--- src/pipe_pkg.sv ---
package pipe_pkg;

    // Architectural register index
    typedef logic [4:0] reg_idx_t;

    localparam reg_idx_t REG_ZERO = 5'd0;    // x0 reads as zero and never forwards

    // RV32I major opcode field, inst[6:0]
    typedef logic [6:0] opcode_t;

    localparam opcode_t OP_LOAD   = 7'b0000011;    // LB/LH/LW/LBU/LHU
    localparam opcode_t OP_STORE  = 7'b0100011;    // SB/SH/SW
    localparam opcode_t OP_OPIMM  = 7'b0010011;    // ALU with immediate
    localparam opcode_t OP_OP     = 7'b0110011;    // ALU reg-reg, also MUL/DIV
    localparam opcode_t OP_BRANCH = 7'b1100011;
    localparam opcode_t OP_JAL    = 7'b1101111;
    localparam opcode_t OP_JALR   = 7'b1100111;
    localparam opcode_t OP_LUI    = 7'b0110111;
    localparam opcode_t OP_AUIPC  = 7'b0010111;

    // Writeback mux source
    typedef logic [2:0] wb_sel_t;

    localparam wb_sel_t WB_ALU  = 3'd0;
    localparam wb_sel_t WB_LOAD = 3'd1;    // Data memory, late in the pipe
    localparam wb_sel_t WB_PC4  = 3'd2;    // Link address for JAL/JALR
    localparam wb_sel_t WB_IMM  = 3'd3;    // LUI
    localparam wb_sel_t WB_MUL  = 3'd4;

    // Instruction memory word address
    typedef logic [11:0] pc_idx_t;

    // What ID knows about its instruction
    typedef struct packed {
        pc_idx_t  pc;
        reg_idx_t rs_a;
        reg_idx_t rs_b;
        opcode_t  opcode;
        logic     is_jump;     // Decoded jump
        logic     is_nop;      // Bubble or real NOP
    } id_info_t;

    // Sources and destination of the instruction in EXE
    typedef struct packed {
        reg_idx_t rs_a;
        reg_idx_t rs_b;
        reg_idx_t rd;
        logic     wr_en;
        wb_sel_t  wb_sel;
        opcode_t  opcode;
    } exe_info_t;

    // Destination only, for MEM and WB
    typedef struct packed {
        reg_idx_t rd;
        logic     wr_en;
        wb_sel_t  wb_sel;
    } dest_info_t;

endpackage

--- src/hazard_pkg.sv ---
package hazard_pkg;

    // Pipeline depth and stage positions inside the per-stage vectors
    localparam int NUM_STAGES = 5;

    localparam int ST_IF  = 0;
    localparam int ST_ID  = 1;
    localparam int ST_EXE = 2;
    localparam int ST_MEM = 3;
    localparam int ST_WB  = 4;

    typedef logic [NUM_STAGES-1:0] stage_vec_t;    // One bit per stage, index by ST_*

    // Flush events from outside the hazard logic
    typedef struct packed {
        logic isr_pc;      // Interrupt controller redirects the PC
        logic isr_pipe;    // Interrupt controller drains the pipe
        logic branch;      // Branch predictor misprediction
        logic jump;        // Jump resolved in ID
    } flush_req_t;

    // Control fanned out to the stage registers
    typedef struct packed {
        stage_vec_t stall;      // Hold stage register
        stage_vec_t flush;      // Clear stage register
        stage_vec_t clk_en;     // Gate stage clock
        logic       rf_clk_en;  // Register file write clock
    } stage_ctrl_t;

    // Forwarding mux selects
    // To ID from EXE, MEM and WB, to EXE from WB only
    typedef struct packed {
        logic exe_to_id_a;
        logic exe_to_id_b;
        logic mem_to_id_a;
        logic mem_to_id_b;
        logic wb_to_id_a;
        logic wb_to_id_b;
        logic wb_to_exe_a;
        logic wb_to_exe_b;
    } fwd_sel_t;

endpackage

--- src/forwarding_unit.sv ---
`timescale 1ns/1ps

module forwarding_unit
    import pipe_pkg::*;
    import hazard_pkg::*;
(
    input  id_info_t   id_info,      // Consumer in ID
    input  exe_info_t  exe_info,     // Producer for ID, consumer for MEM and WB
    input  dest_info_t mem_dest,
    input  dest_info_t wb_dest,
    output fwd_sel_t   fwd_raw,      // Before flush history masking
    output logic       hzd_jalr,     // Load in EXE feeds JALR base in ID
    output logic       hzd_load_use  // Load in MEM feeds EXE
);

    // Operand A use
    // Only the U-type and JAL ignore rs1
    function automatic logic uses_rs_a(input opcode_t op);
        logic used;
        case (op)
            OP_LUI,
            OP_AUIPC,
            OP_JAL:    used = 1'b0;
            default:   used = 1'b1;    // SYSTEM, FENCE and friends carry rs1 too
        endcase
        return used;
    endfunction

    // Operand B use
    // R-type, S-type and B-type only
    function automatic logic uses_rs_b(input opcode_t op);
        logic used;
        case (op)
            OP_OP,
            OP_STORE,
            OP_BRANCH: used = 1'b1;
            default:   used = 1'b0;
        endcase
        return used;
    endfunction

    // Producer writes a register that the consumer reads
    function automatic logic dest_hit(
        input reg_idx_t rd,
        input logic     wr_en,
        input reg_idx_t src,
        input logic     used
    );
        return wr_en && (rd != REG_ZERO) && (rd == src) && used;
    endfunction

    logic id_use_a;
    logic id_use_b;
    logic exe_use_a;
    logic exe_use_b;

    logic exe_hit_a;        // EXE dest vs ID sources
    logic exe_hit_b;
    logic mem_hit_a;        // MEM dest vs ID sources
    logic mem_hit_b;
    logic wb_hit_a;         // WB dest vs ID sources
    logic wb_hit_b;

    logic mem_hit_exe_a;    // MEM dest vs EXE sources
    logic mem_hit_exe_b;
    logic wb_hit_exe_a;     // WB dest vs EXE sources
    logic wb_hit_exe_b;

    logic exe_is_load;
    logic mem_is_load;

    // Operand use per consumer
    assign id_use_a  = uses_rs_a(id_info.opcode);
    assign id_use_b  = uses_rs_b(id_info.opcode);
    assign exe_use_a = uses_rs_a(exe_info.opcode);
    assign exe_use_b = uses_rs_b(exe_info.opcode);

    // Load data is not ready until MEM finishes
    assign exe_is_load = (exe_info.wb_sel == WB_LOAD);
    assign mem_is_load = (mem_dest.wb_sel == WB_LOAD);

    // Raw matches toward ID
    assign exe_hit_a = dest_hit(exe_info.rd, exe_info.wr_en, id_info.rs_a, id_use_a);
    assign exe_hit_b = dest_hit(exe_info.rd, exe_info.wr_en, id_info.rs_b, id_use_b);
    assign mem_hit_a = dest_hit(mem_dest.rd, mem_dest.wr_en, id_info.rs_a, id_use_a);
    assign mem_hit_b = dest_hit(mem_dest.rd, mem_dest.wr_en, id_info.rs_b, id_use_b);
    assign wb_hit_a  = dest_hit(wb_dest.rd, wb_dest.wr_en, id_info.rs_a, id_use_a);
    assign wb_hit_b  = dest_hit(wb_dest.rd, wb_dest.wr_en, id_info.rs_b, id_use_b);

    // Raw matches toward EXE
    assign mem_hit_exe_a = dest_hit(mem_dest.rd, mem_dest.wr_en, exe_info.rs_a, exe_use_a);
    assign mem_hit_exe_b = dest_hit(mem_dest.rd, mem_dest.wr_en, exe_info.rs_b, exe_use_b);
    assign wb_hit_exe_a  = dest_hit(wb_dest.rd, wb_dest.wr_en, exe_info.rs_a, exe_use_a);
    assign wb_hit_exe_b  = dest_hit(wb_dest.rd, wb_dest.wr_en, exe_info.rs_b, exe_use_b);

    // ID selects where the youngest writer wins
    // A load in EXE still shadows MEM and WB since their value is stale
    assign fwd_raw.exe_to_id_a = exe_hit_a && !exe_is_load;
    assign fwd_raw.exe_to_id_b = exe_hit_b && !exe_is_load;
    assign fwd_raw.mem_to_id_a = mem_hit_a && !exe_hit_a;
    assign fwd_raw.mem_to_id_b = mem_hit_b && !exe_hit_b;
    assign fwd_raw.wb_to_id_a  = wb_hit_a && !exe_hit_a && !mem_hit_a;
    assign fwd_raw.wb_to_id_b  = wb_hit_b && !exe_hit_b && !mem_hit_b;

    // EXE selects
    // Any WB write forwards and most of it is late load data
    assign fwd_raw.wb_to_exe_a = wb_hit_exe_a;
    assign fwd_raw.wb_to_exe_b = wb_hit_exe_b;

    // JALR computes its target in ID so a load one ahead must wait a cycle
    assign hzd_jalr = exe_hit_a && exe_is_load && (id_info.opcode == OP_JALR);

    // Load in MEM with its consumer already in EXE
    assign hzd_load_use = mem_is_load && (mem_hit_exe_a || mem_hit_exe_b);

endmodule

--- src/sf_controller.sv ---
`timescale 1ns/1ps

module sf_controller
    import pipe_pkg::*;
    import hazard_pkg::*;
(
    input  logic        clk,
    input  logic        nrst,

    input  pc_idx_t     if_pc,
    input  pc_idx_t     id_pc,
    input  logic        is_jump,       // ID holds a jump
    input  logic        is_nop,        // ID holds a NOP

    input  flush_req_t  flush_req,     // Interrupt, branch and jump flushes
    input  logic        mul_stall,     // Multiplier busy
    input  logic        div_running,   // Divider busy

    input  logic        hzd_jalr,
    input  logic        hzd_load_use,
    input  fwd_sel_t    fwd_raw,
    input  logic        wb_wr_en,      // WB instruction writes the RF

    output stage_ctrl_t ctrl,
    output fwd_sel_t    fwd,
    output logic        load_hazard
);

    // Flush history, one bit per stage
    // Set means the slot now in the next stage was flushed
    logic if_prev;
    logic id_prev;
    logic exe_prev;
    logic mem_prev;
    logic wb_prev;

    stage_vec_t stall;
    stage_vec_t flush;
    stage_vec_t clk_en;

    logic unit_busy;    // Sources shared by the IF, ID and EXE stalls
    logic loop_jump;

    // A flushed slot in MEM cannot produce a real load hazard
    assign load_hazard = hzd_load_use && !mem_prev;

    assign unit_busy = load_hazard || div_running || mul_stall;

    // Stalls
    // JALR hazard holds the front end only and EXE takes a bubble
    assign stall[ST_IF]  = unit_busy || hzd_jalr;
    assign stall[ST_ID]  = unit_busy || hzd_jalr;
    assign stall[ST_EXE] = unit_busy;
    assign stall[ST_MEM] = 1'b0;
    assign stall[ST_WB]  = 1'b0;

    // Jump to itself
    // Refetching the same PC would spin so it is squashed in ID
    assign loop_jump = (if_pc == id_pc) && is_jump && !stall[ST_ID];

    // Flushes act as synchronous clears on the stage registers
    assign flush[ST_IF]  = flush_req.isr_pc;
    assign flush[ST_ID]  = flush_req.isr_pipe || flush_req.jump || flush_req.branch ||
                           loop_jump;
    assign flush[ST_EXE] = hzd_jalr || flush_req.branch || is_nop;
    assign flush[ST_MEM] = unit_busy;    // Bubble behind the held EXE
    assign flush[ST_WB]  = 1'b0;

    // Clock enables
    // Low on own stall or when a flushed slot arrives from upstream
    assign clk_en[ST_IF]  = !(stall[ST_IF] || loop_jump);
    assign clk_en[ST_ID]  = !(stall[ST_ID] || if_prev || loop_jump);
    assign clk_en[ST_EXE] = !(stall[ST_EXE] || id_prev);
    assign clk_en[ST_MEM] = !(flush[ST_MEM] || exe_prev);    // MEM gates on its flush
    assign clk_en[ST_WB]  = !(stall[ST_WB] || mem_prev);

    assign ctrl.stall     = stall;
    assign ctrl.flush     = flush;
    assign ctrl.clk_en    = clk_en;
    assign ctrl.rf_clk_en = wb_wr_en && !wb_prev;    // No RF write from a flushed slot

    // ID selects pass as is
    assign fwd.exe_to_id_a = fwd_raw.exe_to_id_a;
    assign fwd.exe_to_id_b = fwd_raw.exe_to_id_b;
    assign fwd.mem_to_id_a = fwd_raw.mem_to_id_a;
    assign fwd.mem_to_id_b = fwd_raw.mem_to_id_b;
    assign fwd.wb_to_id_a  = fwd_raw.wb_to_id_a;
    assign fwd.wb_to_id_b  = fwd_raw.wb_to_id_b;

    // WB result of a flushed slot is garbage
    assign fwd.wb_to_exe_a = fwd_raw.wb_to_exe_a && !wb_prev;
    assign fwd.wb_to_exe_b = fwd_raw.wb_to_exe_b && !wb_prev;

    // History chain
    // An upstream flushed slot keeps its mark as it moves down
    always_ff @(posedge clk) begin
        if (!nrst) begin
            if_prev  <= 1'b0;
            id_prev  <= 1'b0;
            exe_prev <= 1'b0;
            mem_prev <= 1'b0;
            wb_prev  <= 1'b0;
        end else begin
            if_prev  <= flush[ST_IF];
            id_prev  <= if_prev  || flush[ST_ID];
            exe_prev <= id_prev  || flush[ST_EXE];
            mem_prev <= exe_prev || flush[ST_MEM];
            wb_prev  <= mem_prev || flush[ST_WB];
        end
    end

endmodule

--- src/hazard_top.sv ---
`timescale 1ns/1ps

module hazard_top
    import pipe_pkg::*;
    import hazard_pkg::*;
(
    input  logic        clk,
    input  logic        nrst,

    input  pc_idx_t     if_pc,
    input  id_info_t    id_info,
    input  exe_info_t   exe_info,
    input  dest_info_t  mem_dest,
    input  dest_info_t  wb_dest,

    input  flush_req_t  flush_req,
    input  logic        mul_stall,
    input  logic        div_running,

    output stage_ctrl_t ctrl,
    output fwd_sel_t    fwd,
    output logic        load_hazard
);

    fwd_sel_t fwd_raw;         // Unmasked selects
    logic     hzd_jalr;
    logic     hzd_load_use;

    // Register compares across stages
    forwarding_unit fwd0 (
        .id_info      (id_info),
        .exe_info     (exe_info),
        .mem_dest     (mem_dest),
        .wb_dest      (wb_dest),
        .fwd_raw      (fwd_raw),
        .hzd_jalr     (hzd_jalr),
        .hzd_load_use (hzd_load_use)
    );

    // Stall, flush and clock gating
    sf_controller ctl0 (
        .clk          (clk),
        .nrst         (nrst),
        .if_pc        (if_pc),
        .id_pc        (id_info.pc),
        .is_jump      (id_info.is_jump),
        .is_nop       (id_info.is_nop),
        .flush_req    (flush_req),
        .mul_stall    (mul_stall),
        .div_running  (div_running),
        .hzd_jalr     (hzd_jalr),
        .hzd_load_use (hzd_load_use),
        .fwd_raw      (fwd_raw),
        .wb_wr_en     (wb_dest.wr_en),
        .ctrl         (ctrl),
        .fwd          (fwd),
        .load_hazard  (load_hazard)
    );

endmodule

--- config.mk ---
export PLATFORM = sky130hd
export DESIGN_NAME = hazard_top
export DESIGN_NICKNAME = d
export VERILOG_FILES = /design/src/pipe_pkg.sv /design/src/hazard_pkg.sv /design/src/forwarding_unit.sv /design/src/sf_controller.sv /design/src/hazard_top.sv
export SDC_FILE = /design/constraint.sdc
export NUM_CORES = 1
export LEC_CHECK = 0
export BUFFER_PORTS_ARGS = -buffer_cell sky130_fd_sc_hd__buf_2
export CAP_MARGIN = 25
export CORE_ASPECT_RATIO = 1.4
export CORE_MARGIN = 8
export CORE_UTILIZATION = 37
export DETAILED_ROUTE_END_ITERATION = 7
export GPL_TIMING_DRIVEN = 0
export PLACE_DENSITY = 0.81
export SETUP_SLACK_MARGIN = 0.3
export SKIP_LAST_GASP = 1
export SYNTH_ARGS = -nofsm -noshare
export SYNTH_HDL_FRONTEND = slang
export SYNTH_SLANG_ARGS = --single-unit
--- constraint.sdc ---
create_clock -name clk -period 2.55 [get_ports clk]
set_input_delay 0.51 -clock clk [delete_from_list [all_inputs] [get_ports clk]]
set_output_delay 0.51 -clock clk [all_outputs]
set_load 0.01 [all_outputs]
After elaboration in Yosys (flattened, before gate mapping)
Cells that the tools add are included.

Register bits: 5. Bits in latches: 0. Memory bits (writable): 0. Bits in read-only memories: 0. Output and inout port bits: 25. Memories: 0.

Add/subtract/negate cells: 0. Multiply operators: 0. Div/mod/pow operators: 0. $lt $le $gt $ge: 0. Eq/ne operators: 26. Shift-type cells: 0. Multiplexer cells: 4. Bitwise operators: 0. Reduce and logical (&&, ||, !) cells: 75.

Operators with widths (count): == test 5 bit (10); == test 7 x 6 -> 1 bit, second input constant (6); logical AND 1 bit (40); == test 7 bit, second input constant (5); logical OR 1 bit (16); nonzero test 5 bit (3); == test 7 x 5 -> 1 bit, second input constant (2); == test 12 bit (1); zero test 1 bit (12); OR reduction 3 bit (4); == test 3 x 1 -> 1 bit, second input constant (2); two-way mux 1 bit (4).

Longest topological paths before layout
Depth in word-level cells: 14. Gate-level depth with buffers: 6. Gate-level depth less buffers: 5.

By module
Synthesis repeated with hierarchy kept, for this count alone.

Cell total of the unflattened synthesis: 181. Area total of the unflattened synthesis: 1366.3 sq um.

Modules (own cells, without submodules): forwarding_unit (instances 1, cells each 122, area each 888.4 sq um); sf_controller (instances 1, cells each 59, area each 478.0 sq um).

Worst setup path before layout
No wires, ideal clock.

Path kind: input -> output. Start: input port mem_dest[6] in the netlist's numbering. End: output port ctrl[2] in the netlist's numbering. Data arrival time: 2.147 ns. Slack: -0.107 ns. Stages on the path: 6. Buffers on the path: 1. Path through: clkbuf_1 -> or4_1 -> o211a_1 -> a41oi_2 -> nand3_1 -> nor3_1.

RTL lines: from (decl) (RTL line hazard_top.sv:13) `input dest_info_t mem_dest,`; to (decl) (RTL line hazard_top.sv:20) `output stage_ctrl_t ctrl,`.

Worst setup path after layout
Start: input port mem_dest[6] in the netlist's numbering. End: output port ctrl[13] in the netlist's numbering.

Cells in the longest elaborated chain, start to end: 9. Elaborated cells on any way between the ends: 13. Classes of those cells: eq/ne (2); reduce/logical (11).

RTL lines: nonzero test 5 bit (RTL line forwarding_unit.sv:49) `return wr_en && (rd != REG_ZERO) && (rd == src) && used;`; logical AND 1 bit (3 in series) (RTL line forwarding_unit.sv:49); logical OR 1 bit (*) (RTL line forwarding_unit.sv:114) `assign hzd_load_use = mem_is_load && (mem_hit_exe_a || mem_hit_exe_b);`; logical AND 1 bit (*) (RTL line forwarding_unit.sv:114); logical AND 1 bit (*) (RTL line sf_controller.sv:45) `assign load_hazard = hzd_load_use && !mem_prev;`; logical OR 1 bit (*) (2 in series) (RTL line sf_controller.sv:47) `assign unit_busy = load_hazard || div_running || mul_stall;`.

Mark *: on every way between the ends. The rest lies on a longest branch, timed or not.

==> load_flow_metrics.sql <==
INSERT INTO impl_metrics (metric_group, metric, value, unit) VALUES
('global_route', 'number_of_global_route_vias_before_repair', '1966', ''),
('timing', 'fin_crit_sh', '103', '%'),
('timing', 'final-setup-viol-count', '9', ''),
('die', 'die_height', '85.2', 'µm'),
('logic_synthesis', 'synth.avg_cell_area', '7.44', 'µm²'),
('clock_network', 'cts.root.buffer_cell', 'sky130_fd_sc_hd__clkbuf_8', ''),
('logic_synthesis', 'synth_largest_type_area_fraction', '21.5', '%'),
('worst_hold_path', 'hold_path.startpoint', 'ctl0.mem_prev', ''),
('timing', 'worst_clock_skew', '0.00272', 'ns'),
('placed_design', 'io_buffer_count', '103', ''),
('timing', 'worst_margin_slew', '0.583', 'ns'),
('timing', 'timing.final.max_slew_violations', '0', ''),
('die', 'start_util', '38.2', '%'),
('finish', 'synthToLayoutAreaGrowth', '86.1', '%'),
('logic_synthesis', 'synth-edff-count', '0', ''),
('die', 'die_width', '65.4', 'µm'),
('detailed_routing', 'drc', '0', ''),
('logic_synthesis', 'yosys.area.top_type', 'sky130_fd_sc_hd__xnor2_1', ''),
('logic_synthesis', 'ys_dominant_reg_cell', 'sky130_fd_sc_hd__dfxtp_1', ''),
('logic_synthesis', 'yosysSeqAreaShare', '7.91', '%'),
('detailed_routing', 'via_count', '1740', ''),
('worst_setup_path', 'worst_r2r_startpoint', 'ctl0.mem_prev', ''),
('timing', 'period_needed', '2.62', 'ns'),
('global_route', 'grt_first_pass_wirelength', '8690', 'µm'),
('die', 'row_count', '25', ''),
('detailed_routing', 'routed_via_density', '5.23', ''),
('placed_design', 'dp_wirelength', '4420', 'µm'),
('global_route', 'grt_max_degree', '7', ''),
('job', 'cap_violations', '0', ''),
('run_status', 'failed_checks', 'setup timing', ''),
('timing', 'finalHoldViolCount', '0', ''),
('placed_design', 'finalWeightedCongestion', '0.888', ''),
('finish', 'drive_gt1_share', '57.0', '%'),
('global_route', 'track_usage', '19.2', '%'),
('finish', 'fillerInstances', '253', ''),
('worst_setup_path', 'crit_path_max_fanout', '5', ''),
('placed_design', 'place_worst_setup_slack', '-0.165', 'ns'),
('detailed_routing', 'detail_route.iter0.violations', '34', ''),
('power_and_ir_drop', 'power.density', '237', 'nW/µm²'),
('global_route', 'antenna_found_initial', '0', ''),
('clock_network', 'cts_hold_buffers', '0', ''),
('detailed_routing', 'postRouteAntennaNets', '0', ''),
('worst_hold_path', 'min-delay-path-class', 'flip-flop to flip-flop', ''),
('clock_network', 'clkLatencyLatePin', '0.22', 'ns'),
('finish', 'diodes', '0', ''),
('clock_network', 'cts_num_sinks', '5', ''),
('timing', 'fin_tns_setup', '-0.342', 'ns'),
('worst_setup_path', 'setup.worst_path.start_class', 'primary input', ''),
('die', 'floorplan.die_area', '5570', 'µm²'),
('power_and_ir_drop', 'leakagePower', '1.08', 'nW'),
('logic_synthesis', 'synth_area', '1260', 'µm²'),
('clock_network', 'cts_max_path_buffers', '2', ''),
('clock_network', 'clock_slew_seen_by_the_registers_of_the_worst_setup_and_hold_paths', '0.03', 'ns'),
('logic_synthesis', 'synth.yosys.warnings', '0', ''),
('die', 'placeableCoreArea', '3320', 'µm²'),
('detailed_routing', 'detailedRoute.firstPassIterationCount', '4', ''),
('run_status', 'outcome', 'finished with violations', ''),
('global_route', 'globalRoute.totalOverflow', '0', ''),
('worst_setup_path', 'timing.setup.critical_path_class', 'primary input to output port', ''),
('logic_synthesis', 'synth_cell_type_count', '37', ''),
('finish', 'regArea', '100', 'µm²'),
('die', 'design.portCount', '120', ''),
('detailed_routing', 'wire_per_inst', '16.9', 'µm'),
('timing', 'maxClockFrequency', '0.381', 'GHz'),
('clock_network', 'cts_buffers', '3', ''),
('clock_network', 'ctsHtreeMaxLevel', '1', ''),
('worst_setup_path', 'critical_path_required', '2.04', 'ns'),
('timing', 'grt_setup_unrepaired', 'true', ''),
('timing', 'finalWorstSetupSlack', '-0.0746', 'ns'),
('finish', 'final_net_count', '389', ''),
('worst_setup_path', 'timing.critical_path.to_type', 'output port', '');
final cells by class:
cell class,count,area share [%]
buffer,17,7.28
clock buffer,4,1.91
inverter,3,0.478
multi-input combinational,147,54.4
sequential,5,4.25
tap,40,2.13
timing repair buffer,117,29.6
layout by cell type (no fill, tap or decap), drive strengths merged, types with 7 or more instances in the layout:
cell type  instances
buf              128
nor3               8
nand3              7
xor2              31
nand2              7
xnor2             31
nor4               7
clkbuf            10
nor2              10
nand4              7
where the power goes:
group	switching [mW]	total [mW]	leakage, nW	internal [mW]
clock	0.0368	0.144	0.0228	0.107
combinational	0.153	0.326	1.01	0.174
sequential	0.00487	0.0887	0.0419	0.0838
total	0.194	0.559	1.08	0.365
path summary, 6_finish.rpt:
path | endpoint | depth (start not counted) | slack (ns)
setup / recovery | ctrl[13] | 7 | -0.07
hold / removal | ctl0.wb_prev | 2 | 0.47
setup reg to reg | ctl0.mem_prev | 6 | 0.96
hold reg to reg | ctl0.wb_prev | 2 | 0.47
state kept, by name, summed over array words and instances (netlist names):
name / flops
ctl0.mem_prev: 1
ctl0.wb_prev: 1
ctl0.id_prev: 1
ctl0.exe_prev: 1
ctl0.if_prev: 1
metrics by stage:
| step | instances | instance area, µm² | power, mW | utilization [%] | hold slack (ns) |
|---|---|---|---|---|---|
| global placement | 315 | 1930 | 0.351 | 58.2 | 0.454 |
| floorplan | 172 | 1370 | 0.238 | - | 0.461 |
| finish | 333 | 2350 | 0.559 | 71.0 | 0.473 |
| global route | 333 | 2350 | 0.595 | 71.0 | 0.491 |
| CTS | 327 | 2230 | 0.542 | 67.3 | 0.480 |
| detailed placement | 315 | 1930 | 0.356 | 58.2 | 0.466 |
routing by layer:
metal,up-vias,track usage (%),routed length [µm]
met2,107,34.3,2870
met5,-,0,0
li1,829,-,-
met3,11,7.64,548
met1,793,18.0,2070
met4,0,9.76,142
critical path, cell delays in order:
cell	delay (ns)
sky130_fd_sc_hd__clkbuf_16	0.12
sky130_fd_sc_hd__or4_4	0.52
sky130_fd_sc_hd__o211a_4	0.29
sky130_fd_sc_hd__a41oi_4	0.24
sky130_fd_sc_hd__nand2_2	0.14
sky130_fd_sc_hd__buf_4	0.16
sky130_fd_sc_hd__buf_2	0.13
what timing repair did:
| action | CTS | global route |
|---|---|---|
| setup endpoints to repair | 19 | 19 |
| resized for setup | 37 | 30 |
| pin swaps | 9 | 8 |
| buffers inserted | 8 | 6 |
kinds of logic (layout without fill, tap and decap cells):
| family | Yosys count | in the layout | synth area share, % |
|---|---|---|---|
| simple gates | 71 | 71 | 33.8 |
| buf+inv | 20 | 141 | 8.11 |
| flops | 5 | 5 | 7.91 |
| compound gates | 11 | 11 | 6.92 |
| other cells | 1 | 3 | 0.296 |
| xor+xnor | 62 | 62 | 42.9 |
No activity file was read; power rests on OpenSTA's default activity.
